File: config.mk
export PLATFORM = sky130hd
export DESIGN_NAME = aes_key_sched_ctrl
export DESIGN_NICKNAME = d
export VERILOG_FILES = /design/src/verilog/aes_ks_types_pkg.sv /design/src/verilog/aes_key_sched_ctrl.sv
export VERILOG_INCLUDE_DIRS = /design/src /design/src/verilog
export SDC_FILE = /design/constraint.sdc
export NUM_CORES = 1
export LEC_CHECK = 0
export BUFFER_PORTS_ARGS = -buffer_cell sky130_fd_sc_hd__clkbuf_2
export CAP_MARGIN = 30
export CORE_AREA = 3 3 401 403
export DETAILED_ROUTE_END_ITERATION = 8
export DIE_AREA = 0 0 404 406
export MAX_ROUTING_LAYER = met4
export PLACE_DENSITY_LB_ADDON = 0.05
export SLEW_MARGIN = 10
export SYNTH_ARGS = -nofsm -noshare
export SYNTH_HDL_FRONTEND = slang
export SYNTH_SLANG_ARGS = --single-unit
File: constraint.sdc
create_clock -name clk_i -period 14.4 [get_ports clk_i]
set_clock_uncertainty 0.15 [all_clocks]
set_input_delay 1.44 -clock clk_i [delete_from_list [all_inputs] [get_ports clk_i]]
set_output_delay 1.44 -clock clk_i [all_outputs]
set_load 0.05 [all_outputs]
File: src/verilog/aes_ks_settings.svh
/*
  AES key schedule sizing
  Upper bounds of the forward word schedule, shared by the
  controller, the round-key bank and the testbench
*/
`ifndef AES_KS_SETTINGS_SVH
`define AES_KS_SETTINGS_SVH

// Words in the longest schedule (AES-256, Nb * (Nr + 1))
`define AES_KS_MAX_WORDS 60

// Highest round index (AES-256)
`define AES_KS_MAX_ROUNDS 14

`endif
File: src/verilog/aes_ks_types_pkg.sv
/*
  AES key schedule data types
  Words, key registers, indices and the key length encoding
*/
package aes_ks_types_pkg;

  // One schedule word, byte a0 of FIPS-197 in bits [31:24]
  typedef logic [31:0] word_t;

  // Working key register, word 0 is the first key word
  typedef word_t [7:0] full_key_t;

  typedef enum logic [1:0] {
    AES_128 = 2'b00,
    AES_192 = 2'b01,
    AES_256 = 2'b10
  } key_len_e;

  // Round index, 0 to 14
  typedef logic [3:0] round_t;

  // Word position in the schedule, 0 to 59
  typedef logic [5:0] word_idx_t;

  // New words in one strobe, 0 to 8
  typedef logic [3:0] word_cnt_t;

  // Round key r, word 4r in bits [127:96]
  typedef logic [127:0] round_key_t;

endpackage

File: src/verilog/aes_key_sched_ctrl.sv
/*
  AES key schedule controller
  Loads the cipher key, steps the rounds one per cycle and
  strobes the new schedule words towards the round-key bank
*/
`timescale 1ns/100ps
`include "aes_ks_settings.svh"

module aes_key_sched_ctrl (
  input  logic                         clk_i,
  input  logic                         rst_ni,
  input  logic                         start_i,
  input  aes_ks_types_pkg::full_key_t  key_i,
  input  aes_ks_types_pkg::key_len_e   key_len_i,
  input  aes_ks_types_pkg::full_key_t  next_key_i,
  input  aes_ks_types_pkg::word_cnt_t  new_cnt_i,
  output logic                         clear_o,
  output logic                         advance_o,
  output aes_ks_types_pkg::round_t     round_o,
  output aes_ks_types_pkg::key_len_e   key_len_o,
  output aes_ks_types_pkg::full_key_t  cur_key_o,
  output logic                         words_valid_o,
  output logic                         first_strobe_o,
  output aes_ks_types_pkg::full_key_t  words_o,
  output aes_ks_types_pkg::word_cnt_t  word_cnt_o,
  output logic                         busy_o
);

  typedef enum logic [1:0] {IDLE, LOAD, STEP} ks_state_e;

  ks_state_e                   state_q, state_d;
  aes_ks_types_pkg::key_len_e  key_len_q;
  aes_ks_types_pkg::round_t    round_q;
  aes_ks_types_pkg::round_t    round_end;
  aes_ks_types_pkg::full_key_t cur_key_q;
  aes_ks_types_pkg::full_key_t words_q;
  aes_ks_types_pkg::full_key_t new_words;
  aes_ks_types_pkg::word_cnt_t cnt_q;
  aes_ks_types_pkg::word_cnt_t src_base;
  logic                        valid_q;
  logic                        first_q;
  logic                        accept;
  logic                        step_en;

  // Nk, the key length in words
  function automatic aes_ks_types_pkg::word_cnt_t nk_words(
    input aes_ks_types_pkg::key_len_e len
  );
    unique case (len)
      aes_ks_types_pkg::AES_192: return 4'd6;
      aes_ks_types_pkg::AES_256: return 4'd8;
      default:                   return 4'd4;
    endcase
  endfunction

  assign accept = (state_q == IDLE) && start_i;

  // One past the last round that is stepped
  always_comb begin : round_limit
    unique case (key_len_q)
      aes_ks_types_pkg::AES_192: round_end = 4'd12;
      aes_ks_types_pkg::AES_256: round_end = aes_ks_types_pkg::round_t'(`AES_KS_MAX_ROUNDS);
      default:                   round_end = 4'd10;
    endcase
  end

  assign step_en = (state_q != IDLE) && (round_q != round_end);

  always_comb begin : next_state
    unique case (state_q)
      IDLE:    state_d = accept ? LOAD : IDLE;
      LOAD:    state_d = STEP;
      STEP:    state_d = step_en ? STEP : IDLE;
      default: state_d = IDLE;
    endcase
  end

  // New words sit at the top of the Nk live words, move them down to word 0
  assign src_base = nk_words(key_len_q) - new_cnt_i;

  always_comb begin : compact_words
    for (int i = 0; i < 8; i++) begin
      if (int'(src_base) + i < 8) begin
        new_words[i] = next_key_i[int'(src_base) + i];
      end else begin
        new_words[i] = '0;
      end
    end
  end

  always_ff @(posedge clk_i or negedge rst_ni) begin : ctrl_regs
    if (!rst_ni) begin
      state_q   <= IDLE;
      key_len_q <= aes_ks_types_pkg::AES_128;
      round_q   <= '0;
      cnt_q     <= '0;
      valid_q   <= 1'b0;
      first_q   <= 1'b0;
    end else begin
      state_q <= state_d;
      valid_q <= accept | step_en;
      first_q <= accept;
      if (accept) begin
        key_len_q <= key_len_i;
        // AES-256 round 0 adds nothing beyond the key itself
        round_q   <= (key_len_i == aes_ks_types_pkg::AES_256) ? 4'd1 : 4'd0;
        cnt_q     <= nk_words(key_len_i);
      end else if (step_en) begin
        round_q <= round_q + 4'd1;
        cnt_q   <= new_cnt_i;
      end
    end
  end

  always_ff @(posedge clk_i) begin : key_regs
    if (accept) begin
      cur_key_q <= key_i;
      words_q   <= key_i;
    end else if (step_en) begin
      cur_key_q <= next_key_i;
      words_q   <= new_words;
    end
  end

  assign clear_o        = accept;
  assign advance_o      = step_en;
  assign round_o        = round_q;
  assign key_len_o      = key_len_q;
  assign cur_key_o      = cur_key_q;
  assign words_valid_o  = valid_q;
  assign first_strobe_o = first_q;
  assign words_o        = words_q;
  assign word_cnt_o     = cnt_q;
  assign busy_o         = (state_q != IDLE);

endmodule

==> qor.yml <==
cts_max_path_buffers: 3
fp.dieW_um: 404
grt_max_degree: 152
synth_top_family_by_area: "multiplexers"
yosysSeqAreaShare_pct: 53.7
post_cts_buffers: 0
avgSynthCellArea_um2: 11.7
remaining_drc_errors: 0
cp-start-kind: "primary input"
floorplan.rows: 146
postCtsHoldBufs: 0
fin_ws_ps: 8860
yosys.area_share.simple_pct: 12.5
ys_seq_elements: 525
fin_util_pct: 24.8
clockRootBuffer: "clkbuf_16"
critPathMaxFanout: 116
final_common_cell: "clkbuf_2"
cellPowerDensity_nw_per_um2: 292
gp_congestion: 0.810
hold_violations: 0
period_needed_ps: 5540
slowest_delay_ps: 1110
timing.hold.ws_ps: 379
syn-cell-area_um2: 29200
synth_cell_types: 41
grt_pass1_wl_um: 218000
synth_compound_area_share_pct: 7.75
dr.pass1.iters: 5
synthMuxAreaShare_pct: 22.0
mostFrequentLayoutCells: "clkbuf_2, nand2_1, edfxtp_1"
ant_nets: 0
grt_use_total_pct: 19.7
design_area_um2: 39100
drt_wl_total_um: 163000
clk_pin_slew_ps: 50
cts_max_level: 3
yosys.area_share.adder_pct: 0.368
arrival_ps: 5790
maxCapViolCount: 0
grt_pass1_vias: 25519
slew_headroom_pct: 32.8
setup_violations: 0
yosysWarnings: 0
vias: 24589
rsz0062_at_grt: "false"
crit_family: "buffers and inverters"
drv_slew: 0
place_hpwl_um: 123000
clock_latency_ps: 670
nNetsFinal: 4002
status: "finished clean"
p_leak_nw: 17.9
numCtsBuffers: 78
crit_slowest_cell: "fa_4"
ir_worst_vdd_uv: 187
tritoncts: "built"
period_share_pct: 38.5
die_h_um: 406
path_cells: "buf_8 > inv_1 > fa_4 > buf_12 > buf_4 > mux4_2 > mux2_4 > a22o_1"
placed_cells_incl_taps: 5464
gr-total-overflow: 0
synth_cells: 2491
synth_nets: 3020
place_ws_ps: 8150
num_io_pins: 1048
endpoint_kind: "flip-flop"
worstMarginPinSlew_ps: 1010
wl_per_cell_um: 29.0
hp-class: "reg -> reg"
syn2layout_area_growth_pct: 33.7
fin_total_pwr_mw: 11.4
drtIter0Drc: 1263
die_area_um2: 164000
max_clock_freq_ghz: 0.180
ctsResizeCount: 0
path_class: "in -> reg"
stdcell_count: 5629
synth_xor_area_share_pct: 0.488
worst-path-buf-inv: 4
portBuffers: 1047
critPathRequiredTime_ps: 14650
core_um2: 158000
cts_sinks: 525
antenna_found_initial: 38
via_per_inst: 4.37
drive_gt1_share_pct: 40.9
dpl_cell_area_um2: 36600
start_util_pct: 18.5
fin_tns_setup_ps: 0
-- final timing paths --
path / cells past startpoint / slack [ps] / endpoint / start
setup / recovery: 8 / 8860 / words_o[235] / new_cnt_i[0]
hold / removal: 1 / 380 / word_cnt_o[0] / word_cnt_o[0]
setup reg to reg: 7 / 9600 / words_o[235] / key_len_o[0]
hold reg to reg: 1 / 380 / word_cnt_o[0] / word_cnt_o[0]
max in group asynchronous: 1 / 13320 / round_o[3] / rst_ni
min in group asynchronous: 1 / 510 / words_valid_o / rst_ni
-- cells in the mapped netlist --
| master | n | area, um^2 |
|---|---|---|
| nand2_1 | 873 | 3280 |
| edfxtp_1 | 512 | 15400 |
| mux2i_1 | 224 | 2240 |
| o21ai_0 | 166 | 831 |
| mux4_2 | 128 | 2880 |
| clkbuf_1 | 103 | 387 |
| nor2_1 | 75 | 282 |
| a21oi_1 | 71 | 355 |
| a22o_1 | 66 | 578 |
| mux2_2 | 50 | 563 |
| mux2_4 | 50 | 751 |
| buf_2 | 35 | 175 |
| o41ai_2 | 22 | 358 |
| buf_4 | 19 | 143 |
| dfrtp_1 | 13 | 325 |
| buf_6 | 11 | 124 |
| inv_1 | 10 | 37.5 |
| o41ai_1 | 10 | 87.6 |
| buf_1 | 9 | 33.8 |
| ha_1 | 7 | 87.6 |
| a21o_1 | 4 | 30.0 |
| xor2_1 | 4 | 35.0 |
| a31oi_1 | 3 | 18.8 |
| clkbuf_2 | 3 | 15.0 |
| nand3_1 | 3 | 15.0 |
| nand4_1 | 2 | 12.5 |
| nand4b_1 | 2 | 17.5 |
| nor2b_1 | 2 | 12.5 |
| xnor2_4 | 2 | 55.1 |
| and3_1 | 1 | 6.26 |
| and3b_1 | 1 | 8.76 |
| clkinv_1 | 1 | 3.75 |
| fa_1 | 1 | 20.0 |
| inv_2 | 1 | 3.75 |
| nand3b_1 | 1 | 7.51 |
| nor3_1 | 1 | 5.00 |
| o21ai_1 | 1 | 5.00 |
| or3_1 | 1 | 6.26 |
| xnor2_1 | 1 | 8.76 |
| xnor2_2 | 1 | 16.3 |
| xor2_4 | 1 | 27.5 |
-- sequential cells by signal, indices dropped and copies added (netlist names) --
signal / cells
key_len_o: 2
words_o: 256
state_q: 2
round_o: 4
words_valid_o: 1
word_cnt_o: 4
cur_key_o: 256
-- power breakdown --
group,internal [mW],switching (mW)
clock,1.10,0.790
combinational,1.67,5.02
sequential,2.63,0.212
-- cell families (layout without fill, tap and decap cells) --
family / Yosys count / count (layout)
compound gates: 343 / 343
xor+xnor: 9 / 9
fa+ha+maj: 8 / 8
buf+inv: 192 / 1226
flops: 525 / 525
mux: 452 / 452
other cells: 0 / 32
simple gates: 962 / 962
-- worst reg2reg max path: cells and delay by family, from the launching register on --
family	cells	cell delay, ps
buf+inv	2	1460
fa+ha+maj	2	1400
mux	2	910
flops	1	420
compound gates	1	190
-- metal layers --
metal  GRT usage (%)  up-vias  part of all wire [%]
li1                -    11154                     -
met1            21.8    12430                    39
met2            34.7      855                    51
met3            6.38      150                   7.9
met4            3.87        0                   1.9
met5               -        -                     0
-- area by class of cell --
class                      instances  area (um^2)
antenna                           32         80.1
sequential                       525        15700
inverter                          12         73.8
multi-input combinational       1774        12700
clock inverter                    30          294
timing repair buffer            1082         5580
fill                           17144       119000
tap                             2072         2590
clock buffer                     102         2080
No activity file was read; power rests on OpenSTA's default activity.
